## src/source/ghash_consts.svh

```systemverilog
`ifndef GHASH_CONSTS_SVH
`define GHASH_CONSTS_SVH

// Number of independent message channels, one lane per channel.
`define GHASH_LANES 4

// Width of a channel number.
`define CHAN_BITS 2

// Multiplier latency in cycles. It has to divide 128.
`define GFM_CYCLES 8

// x^128 + x^7 + x^2 + x + 1 in the bit-reflected order used by GCM.
`define GCM_POLY {8'he1, 120'h0}

`endif

```

## src/source/ghash_pkg.sv

```systemverilog
`include "ghash_consts.svh"

package ghash_pkg;

	// Data block or running hash value.
	typedef logic [127:0] block_t;

	// Hash subkey H.
	typedef logic [127:0] subkey_t;

	// Channel number, which also selects the lane.
	typedef logic [`CHAN_BITS-1:0] chan_t;

	// Multiplier sequencing.
	typedef enum logic {
		idle,
		busy
	} mult_state_e;

endpackage

```

## src/source/digest_collect.sv

```systemverilog
`timescale 1ns/1ps
`include "ghash_consts.svh"

module digest_collect import ghash_pkg::*; (
	input  logic                    clk,
	input  logic                    reset,
	input  logic [`GHASH_LANES-1:0] lane_done,
	input  logic [`GHASH_LANES-1:0] lane_final,
	input  block_t                  lane_hash [`GHASH_LANES],
	output logic                    digest_valid,
	output block_t                  digest,
	output chan_t                   digest_chan
);

	chan_t sel_chan;
	block_t sel_hash;
	logic sel_final;

	// Lanes never finish together, so a plain encoder is enough.
	always_comb begin
		sel_chan = '0;
		sel_hash = lane_hash[0];
		sel_final = 1'b0;
		for (int i = 0; i < `GHASH_LANES; i++) begin
			if (lane_done[i]) begin
				sel_chan = chan_t'(i);
				sel_hash = lane_hash[i];
				sel_final = lane_final[i]; // Intermediate blocks are not reported.
			end
		end
	end

	always_ff @(posedge clk) begin
		if (reset)
			digest_valid <= 1'b0;
		else
			digest_valid <= sel_final;
	end

	always_ff @(posedge clk) begin
		if (sel_final) begin
			digest <= sel_hash;
			digest_chan <= sel_chan;
		end
	end

endmodule

```

## config.mk

```make
export PLATFORM = sky130hd
export DESIGN_NAME = digest_collect
export DESIGN_NICKNAME = d
export VERILOG_FILES = /design/src/source/ghash_pkg.sv /design/src/source/digest_collect.sv
export VERILOG_INCLUDE_DIRS = /design/src /design/src/source
export SDC_FILE = /design/constraint.sdc
export NUM_CORES = 1
export LEC_CHECK = 0
export BUFFER_PORTS_ARGS = -buffer_cell sky130_fd_sc_hd__buf_2
export CORE_AREA = 10 10 246 248
export CTS_BUF_LIST = sky130_fd_sc_hd__clkbuf_16
export DETAILED_ROUTE_END_ITERATION = 12
export DIE_AREA = 0 0 256 258
export PLACE_DENSITY = 0.44
export SYNTH_ARGS = -nofsm -noshare
export SYNTH_HDL_FRONTEND = slang
export SYNTH_SLANG_ARGS = --single-unit
```

## constraint.sdc

```tcl
create_clock -name clk -period 17.3 [get_ports clk]
set_input_delay 3.46 -clock clk [delete_from_list [all_inputs] [get_ports clk]]
set_output_delay 3.46 -clock clk [all_outputs]
set_load 0.01 [all_outputs]
```

==> metrics.cfg <==
[route]
drt_first_pass_iters=5
num_vias=7619
met2_length_um=18800
postRouteWirelength_um=37300
antenna_left=0
drt_iter0_drc=475
route.met3.wl_um=3080
wl_per_cell_um=18.9
vias_per_cell=3.85
drc=0
wl_met1_um=14300
top_layer=met4

[worst_setup_path]
cp_top_family=buffers and inverters
crit_buf_inv=3
required_ns=17.39
arrival_ns=5.31
critical_path_class=in -> reg
slowest_delay_ns=0.56
cp-end-kind=flip-flop
start_kind=primary input
path_cells=buf_2 > inv_4 > nor2_1 > nor3_2 > buf_12
crit_start=lane_done[3]
slowest_stage=buf_12
cp_max_fo=130

[final_layout]
layout-drive-gt1-share_pct=56.6
layout.cells.non_filler=1978
fill_cells=6209
fin_util_pct=20.7
layout.nets=1729
synthToLayoutAreaGrowth_pct=60.6

[global_route]
grt_overflow=0
grtUsageTotal_pct=10.8
antenna_found_initial=4
grt_pass1_wl_um=54200
grt_max_degree=131
grt_pass1_vias=8712

[placement]
place.gp.congestion=0.955
pre_cts_ws_ns=11.56
place_inst=1944
dp_hpwl_um=30200
io_buffer_count=652

[clock_tree]
clk_pin_slew_worst_paths_ns=0.06
cts_made_buffers=17
root_buffer=clkbuf_16
cts_tree=yes
postCtsSetupBuffers=0
clk_path_buf_depth=2
h-tree-depth=4
cts_hold_buf=0
cts_resized=0
clock-sinks=131

[power]
leakagePower_nw=5.32
power_density_nw_per_um2=86.1
ir_worst_vdd_mv=0.0744

[sta]
worst_pin_slew_ns=0.970
setup_slack_ns=12.08
holdWs_ns=3.17
setup_violations=0
fin_crit_sh_pct=30.2
layout_min_cycle_time_ns=5.22
max_slew_margin_pct=35.4
fin_setup_tns_ns=0
max_freq_mhz=192
rsz0062_at_grt=no
hold_viol_final=0
maxSlewViolCount=0

[yosys]
yosysUniqueCellTypes=21
syn_area_per_cell_um2=12.3
ys_ff_latch=131
synth_top_area_share_pct=54.2
yosysSeqAreaShare_pct=54.5
yosysTopAreaCell=edfxtp_1
synthTopCellsByArea=edfxtp_1, mux2i_1, o22ai_1, a21oi_1, buf_6
synth_warnings=0
syn_area_um2=7200
syn-instance-count=585
syn-num-nets=1107

[die]
io_pins=653
rows=87
fp.dieH_um=258
fp.dieW_um=256
dieArea_um2=66000
initial_core_util_pct=12.9
core_um2=55700

[flow_run]
maxCapViolCount=0

[worst_hold_path]
hold_path.startpoint=reset
hp-class=in -> reg

[status]
status=finished, final reports clean

==> cell usage after synthesis <==
cell,number
dfxtp_1,1
nor3_1,1
nor2_1,3
nand2b_2,1
a31oi_1,1
clkbuf_8,3
buf_4,7
clkbuf_1,2
nor4_1,1
a211o_1,1
a21oi_1,127
mux2_2,1
o22ai_1,127
o21ai_0,2
buf_6,24
clkbuf_4,1
buf_2,20
inv_1,3
mux2i_1,128
nand2_1,1
edfxtp_1,130
==> area by class of cell <==
type                    count  area [µm²]  area share [%]
flip-flops and latches    131        3920            33.9
repair buffers            660        3340            28.9
multi-input cells         394        2800            24.2
well taps                 756         946            8.18
clock buffers              17         425            3.68
clock inverters            15         104           0.898
inverters                   3        13.8           0.119
diodes                      2        5.00          0.0433
==> flip-flops by register name, indices dropped and copies added (netlist names) <==
| signal | cells |
|---|---|
| digest | 128 |
| digest_valid | 1 |
| digest_chan | 2 |
==> per-stage QoR <==
stage          cell area (µm²)  power [mW]
4_1_cts                  11600        1.02
3_5_place_dp             11000       0.671
3_3_place_gp             11000       0.670
5_1_grt                  11600        1.05
2_1_floorplan             7200       0.538
6_report                 11600       0.995
==> report_power, final <==
group / internal, mW / switching, mW
sequential: 0.407 / 0.0140
clock: 0.192 / 0.144
combinational: 0.106 / 0.131
total: 0.705 / 0.289
==> kinds of logic (layout without fill, tap and decap cells) <==
| kind of cell | after synthesis | after routing | synth area share (%) |
|---|---|---|---|
| compound gates | 258 | 258 | 20.2 |
| flops | 131 | 131 | 54.5 |
| mux | 129 | 129 | 18.0 |
| buf+inv | 60 | 695 | 6.82 |
| simple gates | 7 | 7 | 0.487 |
| other cells | 0 | 2 | 0 |
==> final timing paths <==
check	slack, ns	endpoint	depth (start not counted)
max	12.08	digest[85]$_DFFE_PP_	5
min	3.17	digest_valid$_SDFF_PP0_	2
==> placed cells by master (no fill, tap or decap), types with 2 or more instances in the layout <==
cell and count:
clkinv_4 2, clkinv_2 3, a21oi_1 127, clkbuf_16 17, edfxtp_1 130, clkinvlp_4 2
o21ai_0 2, buf_2 651, buf_4 7, inv_1 6, diode_2 2, o22ai_1 127
clkinv_1 3, nor2_1 2, mux2i_1 128
==> per-layer routing <==
metal  track usage [%]  vias to the layer above
met5                 0                        -
met4              5.32                        0
met3              4.23                       43
met2              18.8                      431
met1              11.3                     3510
li1                  -                     3635
Power figures use the tool's default switching activity.
