$ cat config.mk
export PLATFORM = sky130hd
export DESIGN_NAME = block_dispatch
export DESIGN_NICKNAME = d
export VERILOG_FILES = /design/src/source/ghash_pkg.sv /design/src/source/block_dispatch.sv
export VERILOG_INCLUDE_DIRS = /design/src /design/src/source
export SDC_FILE = /design/constraint.sdc
export NUM_CORES = 1
export LEC_CHECK = 0
export ABC_AREA = 1
export BUFFER_PORTS_ARGS = -buffer_cell sky130_fd_sc_hd__buf_2
export CORE_AREA = 4 4 202 204
export DETAILED_ROUTE_END_ITERATION = 10
export DIE_AREA = 0 0 206 208
export SETUP_SLACK_MARGIN = 0.2
export SLEW_MARGIN = 20
export SYNTH_ARGS = -nofsm -noshare
export SYNTH_HDL_FRONTEND = slang
export SYNTH_SLANG_ARGS = --single-unit
$ cat constraint.sdc
create_clock -name clk -period 0.8 [get_ports clk]
set_clock_uncertainty 0.1 [all_clocks]
set_input_delay 0.16 -clock clk [delete_from_list [all_inputs] [get_ports clk]]
set_output_delay 0.16 -clock clk [all_outputs]
set_load 0.05 [all_outputs]
$ cat src/source/ghash_consts.svh
`ifndef GHASH_CONSTS_SVH
`define GHASH_CONSTS_SVH

// Number of independent message channels, one lane per channel.
`define GHASH_LANES 4

// Width of a channel number.
`define CHAN_BITS 2

// Multiplier latency in cycles. It has to divide 128.
`define GFM_CYCLES 8

// x^128 + x^7 + x^2 + x + 1 in the bit-reflected order used by GCM.
`define GCM_POLY {8'he1, 120'h0}

`endif

$ cat src/source/ghash_pkg.sv
`include "ghash_consts.svh"

package ghash_pkg;

	// Data block or running hash value.
	typedef logic [127:0] block_t;

	// Hash subkey H.
	typedef logic [127:0] subkey_t;

	// Channel number, which also selects the lane.
	typedef logic [`CHAN_BITS-1:0] chan_t;

	// Multiplier sequencing.
	typedef enum logic {
		idle,
		busy
	} mult_state_e;

endpackage

$ cat src/source/block_dispatch.sv
`timescale 1ns/1ps
`include "ghash_consts.svh"

module block_dispatch import ghash_pkg::*; (
	input  logic                    clk,
	input  logic                    reset,
	input  logic                    key_load,
	input  subkey_t                 key,
	input  logic                    blk_strobe,
	input  block_t                  blk_data,
	input  chan_t                   blk_chan,
	input  logic                    blk_first,
	input  logic                    blk_last,
	output subkey_t                 hash_key,
	output logic [`GHASH_LANES-1:0] lane_start,
	output block_t                  lane_block,
	output logic                    lane_first,
	output logic                    lane_last
);

	logic [`GHASH_LANES-1:0] start_dec;

	// One-hot lane select for the incoming channel.
	always_comb begin
		start_dec = '0;
		for (int i = 0; i < `GHASH_LANES; i++) begin
			if (blk_strobe && blk_chan == chan_t'(i))
				start_dec[i] = 1'b1;
		end
	end

	always_ff @(posedge clk) begin
		if (reset)
			lane_start <= '0;
		else
			lane_start <= start_dec; // High for one cycle per block.
	end

	// Block and flags are shared by all lanes. Only the started lane samples them.
	always_ff @(posedge clk) begin
		if (blk_strobe) begin
			lane_block <= blk_data;
			lane_first <= blk_first;
			lane_last <= blk_last;
		end
	end

	// The subkey must stay put while any lane is multiplying.
	always_ff @(posedge clk) begin
		if (key_load)
			hash_key <= key;
	end

endmodule

==> impl_metrics.env <==
export IMPL_synthCells=274
export IMPL_drive_above_1_share=0.5223
export IMPL_gp_congestion=0.8418
export IMPL_required_ps=540
export IMPL_nets=1362
export IMPL_fin_cells=1650
export IMPL_cp_start_kind="flop"
export IMPL_clk_pin_slew_ps=60
export IMPL_dieArea_sq_um=42850
export IMPL_worst_pin_slew_ps=267.4
export IMPL_grt_pass1_vias=6896
export IMPL_dp_hpwl_mm=22.29
export IMPL_cts_buffers=30
export IMPL_detail_route_wl_per_cell_um=19.10
export IMPL_ir_drop_v=0.002152
export IMPL_crit_path_start="lane_block[38]"
export IMPL_drc=0
export IMPL_portBuffers=525
export IMPL_row_count=73
export IMPL_hold_path_class="in2reg"
export IMPL_failed_checks="negative hold slack, negative setup slack"
export IMPL_final_area_sq_um=17230
export IMPL_regArea_sq_um=7843
export IMPL_initial_core_util=0.2004
export IMPL_slew_viol_final=0
export IMPL_arrival_ps=1200
export IMPL_status="finished, violations left"
export IMPL_mostFrequentLayoutCells="buf_2 (260), edfxtp_1 (258), dlygate4sd3_1 (204), buf_6 (200), buf_12 (71)"
export IMPL_syn_to_final_growth_pct=118.9
export IMPL_leakagePower_nw=7.501
export IMPL_slew_headroom=0.8218
export IMPL_dp_slack_ps=-210.0
export IMPL_vias_per_cell=3.651
export IMPL_grt_max_degree=48
export IMPL_rsz0062_at_grt="true"
export IMPL_end_kind="output port"
export IMPL_crit_slowest_cell="edfxtp_1"
export IMPL_dpl_cell_count=1336
export IMPL_setup_ws_ps=-655.9
export IMPL_core_sq_um=39280
export IMPL_clock_sinks=262
export IMPL_powerDensity_nw_per_um2=2273
export IMPL_clock_fmax_mhz=686.8
export IMPL_overflow=0
export IMPL_nFillCells=3327
export IMPL_endpoint="lane_block[38]"
export IMPL_routed_wl_mm=31.52
export IMPL_cts_setup_buffers=0
export IMPL_ctsHtreeMaxLevel=1
export IMPL_setup_violations=262
export IMPL_die_width_um=206
export IMPL_ant_nets=0
export IMPL_drt_iter0_markers=226
export IMPL_cts_tree="yes"
export IMPL_slowest_delay_ps=450
export IMPL_final_common_cell="buf_2"
export IMPL_clk_path_buf_depth=3
export IMPL_post_route_util=0.4388
export IMPL_antenna_found_initial=6
export IMPL_period_minus_slack_ps=1456
export IMPL_path_depth=1
export IMPL_pin_count=526
export IMPL_first_pass_iters=4
export IMPL_yosys_warnings=0
export IMPL_min_period_over_period=1.820
export IMPL_netlist_area_sq_um=7873
export IMPL_path_class="reg2out"
export IMPL_path_delay_family="flip-flops"
export IMPL_syn_area_per_cell_sq_um=28.73
export IMPL_cts_root_buf="clkbuf_16"
export IMPL_track_usage=0.1377
export IMPL_multi_input_area_sq_um=36.28
export IMPL_grt_pass1_wl_mm=44.39
export IMPL_synth_cell_types=5
export IMPL_synth_fp_nets=538
export IMPL_cp_max_fo=1
export IMPL_num_vias=6024
export IMPL_fin_hold_ws_ps=-253.3
export IMPL_crit_chain="buf_6"
export IMPL_synth_seq_area_share=0.9943
export IMPL_cp_buffers_inverters=1
export IMPL_ys_ff_latch=262
export IMPL_placed_area_sq_um=12330
export IMPL_hold_violations=103
export IMPL_die_h_um=208
export IMPL_cap_violations=0
registers in the layout, indices dropped and copies added, names as in the netlist:
signal / cells
hash_key: 128
lane_block: 128
lane_start: 4
lane_first: 1
lane_last: 1
what timing repair did:
item                       in CTS  in global routing
hold buffers                  252                  5
pin swaps                       0                  2
gates resized for setup       394                 53
hold endpoints to repair      455                161
setup endpoints to repair     262                318
area by class of cell:
type                            count  area share
Inverter                            3   0.0006535
Sequential cell                   262      0.4551
Antenna cell                        3   0.0004356
Tap cell                          525     0.03812
Clock inverter                     19     0.01046
Multi-Input combinational cell      9    0.002106
Timing Repair Buffer              792      0.4468
Clock buffer                       37     0.04632
through the flow:
| step | setup TNS (ps) | power [W] |
|---|---|---|
| final | -151560 | 0.03917 |
| after global routing | -165590 | 0.04060 |
| after CTS | -161520 | 0.03947 |
| after detailed placement | -51320 | 0.02379 |
| after global placement | -48320 | 0.02373 |
| after floorplan | -15640 | 0.02064 |
worst min-delay path by stage:
stage | startpoint | endpoint | slack, ps | cells after the start
after floorplan | key[0] | hash_key[0] | 160 | 0
after global placement | blk_data[103] | lane_block[103] | 240 | 1
after detailed placement | blk_data[100] | lane_block[100] | 240 | 1
after CTS | blk_data[86] | lane_block[86] | -290 | 1
after global routing | key[59] | hash_key[59] | -280 | 1
final | blk_chan[1] | lane_start[3] | -250 | 3
metal layers:
metal,part of all wire,vias to the layer above,global-route usage
met2,0.52,371,0.2539
met5,0.00086,-,0
met4,0.046,4,0.05553
li1,-,2765,-
met1,0.32,2813,0.1311
met3,0.12,71,0.06250
Yosys cell counts (all sizes together):
cell,instances,area [sq um]
dfxtp,4,80.08
edfxtp,258,7747
inv,3,11.26
nand2,5,18.77
nor2,4,15.01
where the power goes:
part           internal [W]  switching [W]  leakage (nW)
clock network       0.00803        0.00541         0.466
logic               0.00376        0.00502          4.47
registers            0.0163       0.000638          2.56
total                0.0281         0.0111          7.50
cells by family after synthesis:
| logic type | share of synthesized area |
|---|---|
| buffers and inverters | 0.001430 |
| DFF | 0.9943 |
| and+or+nand+nor | 0.004291 |
Note: power is estimated with default switching activity, not from simulation.
