`src/source/ghash_consts.svh`:
```
`ifndef GHASH_CONSTS_SVH
`define GHASH_CONSTS_SVH

// Number of independent message channels, one lane per channel.
`define GHASH_LANES 4

// Width of a channel number.
`define CHAN_BITS 2

// Multiplier latency in cycles. It has to divide 128.
`define GFM_CYCLES 8

// x^128 + x^7 + x^2 + x + 1 in the bit-reflected order used by GCM.
`define GCM_POLY {8'he1, 120'h0}

`endif

```
`src/source/ghash_pkg.sv`:
```
`include "ghash_consts.svh"

package ghash_pkg;

	// Data block or running hash value.
	typedef logic [127:0] block_t;

	// Hash subkey H.
	typedef logic [127:0] subkey_t;

	// Channel number, which also selects the lane.
	typedef logic [`CHAN_BITS-1:0] chan_t;

	// Multiplier sequencing.
	typedef enum logic {
		idle,
		busy
	} mult_state_e;

endpackage

```
`src/source/gf128_mult.sv`:
```
`timescale 1ns/1ps
`include "ghash_consts.svh"

module gf128_mult import ghash_pkg::*; #(
	parameter int gfm_cycles = `GFM_CYCLES
) (
	input  logic    clk,
	input  logic    reset,
	input  logic    start,
	input  block_t  a,
	input  subkey_t b,
	output block_t  product,
	output logic    done
);

	localparam int steps = 128 / gfm_cycles; // Bits of b consumed per cycle.
	localparam int cnt_bits = $clog2(gfm_cycles + 1);

	mult_state_e state;
	logic [cnt_bits-1:0] count; // Rounds already applied.
	logic load;
	block_t op_a;
	block_t op_a_next;
	subkey_t op_b;
	subkey_t op_b_next;
	block_t acc_next;

	assign load = start && (state == idle); // A start while busy is dropped.

	// The first round works straight from the inputs so that done lands
	// exactly gfm_cycles cycles after start.
	always_comb begin
		op_a_next = load ? a : op_a;
		op_b_next = load ? b : op_b;
		acc_next = load ? '0 : product;
		for (int i = 0; i < steps; i++) begin
			if (op_b_next[127])
				acc_next = acc_next ^ op_a_next; // Add V when the bit of b is set.
			op_a_next = {1'b0, op_a_next[127:1]} ^ (op_a_next[0] ? `GCM_POLY : '0);
			op_b_next = op_b_next << 1; // Next bit of b moves to the top.
		end
	end

	always_ff @(posedge clk) begin
		if (reset) begin
			state <= idle;
			count <= '0;
			done <= 1'b0;
		end else begin
			done <= 1'b0;
			case (state)
				idle: begin
					if (start) begin
						count <= cnt_bits'(1);
						if (gfm_cycles == 1)
							done <= 1'b1; // Whole product in one round.
						else
							state <= busy;
					end
				end
				busy: begin
					count <= count + 1'b1;
					if (count == cnt_bits'(gfm_cycles - 1)) begin
						state <= idle; // Final round happens on this edge.
						done <= 1'b1;
					end
				end
				default: state <= idle;
			endcase
		end
	end

	// Operands and product hold after the last round until the next start.
	always_ff @(posedge clk) begin
		if (load || state == busy) begin
			op_a <= op_a_next;
			op_b <= op_b_next;
			product <= acc_next;
		end
	end

endmodule

```
`src/source/ghash_lane.sv`:
```
`timescale 1ns/1ps
`include "ghash_consts.svh"

module ghash_lane import ghash_pkg::*; (
	input  logic    clk,
	input  logic    reset,
	input  logic    start,
	input  block_t  block,
	input  logic    first,
	input  logic    last,
	input  subkey_t hash_key,
	output logic    done,
	output logic    final_flag,
	output block_t  hash
);

	block_t y; // Running hash for this channel.
	block_t operand;
	block_t mult_product;
	logic running; // A multiply is in flight.
	logic accept;
	logic last_q;

	assign accept = start && !running;

	// A first block restarts the chain from zero.
	assign operand = first ? block : (block ^ y);

	always_ff @(posedge clk) begin
		if (reset) begin
			running <= 1'b0;
			y <= '0;
		end else begin
			if (accept)
				running <= 1'b1;
			if (done) begin
				running <= 1'b0;
				y <= mult_product; // Y takes the product on the done edge.
			end
		end
	end

	always_ff @(posedge clk) begin
		if (accept)
			last_q <= last; // Remember whether this block closes a message.
	end

	gf128_mult #(
		.gfm_cycles(`GFM_CYCLES)
	) u_gf128_mult (
		.clk(clk),
		.reset(reset),
		.start(accept),
		.a(operand),
		.b(hash_key),
		.product(mult_product),
		.done(done)
	);

	assign final_flag = last_q;
	assign hash = mult_product; // Valid in the cycle done is high.

endmodule

```
`config.mk`:
```
export PLATFORM = sky130hd
export DESIGN_NAME = ghash_lane
export DESIGN_NICKNAME = d
export VERILOG_FILES = /design/src/source/ghash_pkg.sv /design/src/source/gf128_mult.sv /design/src/source/ghash_lane.sv
export VERILOG_INCLUDE_DIRS = /design/src /design/src/source
export SDC_FILE = /design/constraint.sdc
export NUM_CORES = 2
export LEC_CHECK = 0
export ABC_AREA = 0
export BUFFER_PORTS_ARGS = -buffer_cell sky130_fd_sc_hd__buf_4
export CORE_UTILIZATION = 63
export CTS_CLUSTER_DIAMETER = 150
export DETAILED_ROUTE_END_ITERATION = 10
export PLACE_DENSITY_LB_ADDON = 0.12
export RECOVER_POWER = 50
export SETUP_SLACK_MARGIN = 0.1
export SYNTH_ARGS = -nofsm -noshare
export SYNTH_HDL_FRONTEND = slang
export SYNTH_SLANG_ARGS = --single-unit
```
`constraint.sdc`:
```
create_clock -name clk -period 12.3 [get_ports clk]
set_input_delay 0 -clock clk [delete_from_list [all_inputs] [get_ports clk]]
set_output_delay 0 -clock clk [all_outputs]
set_load 0.02 [all_outputs]
```
==> qor.csv <==
stage,metric,value,unit
status,status,"complete, but fails checks",
status,violations,"capacitance limit, slew limit",
setup_path,cp.required,12.74,ns
grt,grt_pass1_wl,258000,um
yosys,yosys_register_bits,504,
floorplanning,die-area,0.0848,sq mm
setup_path,crit_path_max_fanout,118,
floorplanning,row_count,105,
place,place_congestion,0.927,
drt,drc,0,
flow_run,drv_cap,21,
yosys,seq_area_frac_synth,26.2,%
drt,antenna_left,0,
drt,drt_first_pass_iters,7,
clock_network,cts.sinks,504,
yosys,yosysWarnings,0,
yosys,ys_types,68,
grt,grt-ovfl-total,0,
grt,antenna_found_initial,7,
sta,final-hold-violation-count,0,
sta,holdWs,0.0213,ns
yosys,synth_edf_count,369,
yosys,syn_avg_cell_area,8.12,sq um
yosys,synthArstFlopShare,0,%
setup_path,critPathSlowestCell,clkbuf_1,
grt,grt_max_degree,141,
place,io_buffers,390,
clock_network,cts_buffer_depth,3,
sta,worst_pin_slew,3.96,ns
sta,rsz0062_at_grt,no,
sta,setup_viol,0,
worst_hold_path,min_path_type,in -> reg,
pwr,p_int,0.00771,W
cells_and_area,final_cell_mix,"nor2_1 (2178), xnor2_1 (1473), nand2_1 (538)",
grt,busiest_layer,met2,
sta,final.min_clock_period,7.63,ns
drt,viasPerCell,5.79,
clock_network,numCtsBuffers,59,
floorplanning,chipHeight,291,um
clock_network,cts_root_buf,clkbuf_16,
sta,fin_skew,0.0434,ns
pwr,cellPowerDensity,227,mW/mm^2
cells_and_area,syn_to_final_growth,10.7,%
clock_network,path_clk_slew,0.06,ns
sta,fmax,131,MHz
place,place_area,0.0553,sq mm
yosys,ys.flop_type,edfxtp_1,
cells_and_area,final_common_cell,nor2_1,
sta,finalCritPeriodShare,62.0,%
yosys,synth_area,0.0527,sq mm
setup_path,critPathMaxStageDelay,2.15,ns
grt,grtUsageTotal,38.4,%
place,hpwl,94400,um
sta,max_slew_margin,-164,%
setup_path,cp-end-kind,register,
floorplanning,core,0.0824,sq mm
setup_path,crit_type,reg -> reg,
cells_and_area,postLayoutCellArea,0.0583,sq mm
drt,wl_per_cell,21.2,um
drt,drt_wl_total,167000,um
pwr,p_clk_share,13.8,%
clock_network,h-tree-depth,2,
clock_network,cts_tree,yes,
cells_and_area,utilization,70.8,%
grt,use_met1,47.8,%
pwr,switchingPower,0.00556,W
grt,first_global_vias,45200,
pwr,total_power,0.0133,W
pwr,power_frac_comb,63.0,%
pwr,p_leak,23.6,nW
sta,fin_tns_setup,0,ns
drt,vias,45500,
setup_path,startpoint_type,register,
setup_path,arrival,8.06,ns
yosys,syn_inst,6487,
sta,slew_violations,640,
cells_and_area,drive_gt1_share,8.48,%
clock_network,cts_setup_buffers,0,
grt,grt.met3_usage,6.49,%
grt,met2_usage,64.3,%
pwr,ir_drop,151,uV
floorplanning,die_w,291,um
setup_path,crit_chain,"nor3b_1, clkbuf_1, buf_4, mux2i_4, buf_4, buf_4, nor2_1, xor2_1, xnor2_1, xnor3_1, xnor2_1, xnor2_1",
pwr,swShare,41.9,%
floorplanning,start_util,64.0,%
floorplanning,io_pins,391,
pwr,sequentialPowerShare,23.2,%
cells_and_area,fin_nets,6980,
yosys,syn_nets,6749,
clock_network,clk_latency,0.69,ns
drt,drtIter0Drc,5023,
## routing by layer
layer	vias to the layer above	wire length (um)
li1	20400	-
met1	21400	62500
met2	2965	77700
met3	644	18000
met4	0	8380
met5	-	0
## Yosys cell counts (all sizes together) (13+ instances only)
cell | number | area [sq um]
mux2i | 168 | 1720
xnor2 | 1486 | 13100
dfxtp | 135 | 2700
xor2 | 511 | 4480
and2 | 18 | 113
o22ai | 13 | 81.3
buf | 313 | 1940
clkbuf | 153 | 574
nor2b | 113 | 709
nand2 | 539 | 2030
nor2 | 2195 | 8360
o21ai | 13 | 76.3
a21oi | 106 | 1420
xnor3 | 134 | 3020
inv | 119 | 447
nand2b | 25 | 156
edfxtp | 369 | 11100
## path summary, 6_finish.rpt
| path | slack [ns] | end | from | cells past startpoint |
|---|---|---|---|---|
| worst max-delay path | 4.67 | u_gf128_mult.product[116]$_DFFE_PP_ | u_gf128_mult.state$_SDFF_PP0_ | 12 |
| worst min-delay path | 0.02 | u_gf128_mult.op_a[4]$_DFFE_PP_ | block[20] | 5 |
| worst max register to register | 4.67 | u_gf128_mult.product[116]$_DFFE_PP_ | u_gf128_mult.state$_SDFF_PP0_ | 12 |
| worst min register to register | 0.48 | u_gf128_mult.count[3]$_SDFFE_PP0P_ | u_gf128_mult.count[3]$_SDFFE_PP0P_ | 2 |
## cells by family (layout without fill, tap and decap cells)
logic type / count (synthesis) / in the layout / synth area share (%)
AND/OR/NAND/NOR: 2912 / 2912 / 21.9
XOR/XNOR: 2132 / 2132 / 39.2
buffers and inverters: 585 / 866 / 5.62
flip-flops: 504 / 504 / 26.2
AO/OA/AOI/OAI: 183 / 183 / 3.87
multiplexers: 170 / 170 / 3.31
adder cells (fa/ha/maj): 1 / 1 / 0.0237
other: 0 / 7 / 0
## critical path: cells and delay by family (launching register included)
kind                   cells  cell delay [ns]
buffers and inverters      4             5.00
XOR/XNOR                   5             1.05
flip-flops                 1             0.41
AND/OR/NAND/NOR            2             0.39
multiplexers               1             0.35
## flip-flops by register name (all words and copies together) (netlist names)
signal	flops
u_gf128_mult.op_a	128
u_gf128_mult.product	128
y	128
u_gf128_mult.op_b	112
u_gf128_mult.count	4
final_flag	1
running	1
u_gf128_mult.done	1
u_gf128_mult.state	1
## per-stage QoR
step                      worst slack [ns]  cells
after floorplan                       1.94   6487
after global placement                6.68   7558
after detailed placement              6.57   7558
after CTS                             6.60   7838
after global routing                  4.38   7845
final                                 4.67   7845
## timing repair
action | CTS | global route
hold buffers | 169 | 0
endpoints found under the hold margin | 230 | 0
gates resized for setup | 0 | 0
## power by group through the flow
stage | Clock, W | Sequential [W] | Combinational [W]
final | 0.00183 | 0.00308 | 0.00835
after global routing | 0.00191 | 0.00310 | 0.00885
after CTS | 0.00184 | 0.00307 | 0.00839
after detailed placement | 0 | 0.00310 | 0.00833
after global placement | 0 | 0.00310 | 0.00810
after floorplan | 0 | 0.00321 | 0.00650
## final cells by class
cell class | instances | area [sq um]
Multi-Input combinational cell | 5398 | 36000
Fill cell | 6521 | 24100
Sequential cell | 504 | 13800
Timing Repair Buffer | 636 | 4690
Clock buffer | 77 | 1680
Tap cell | 1070 | 1340
Inverter | 119 | 447
Clock inverter | 34 | 307
Antenna cell | 7 | 17.5
Note: power is estimated with default switching activity, not from simulation.
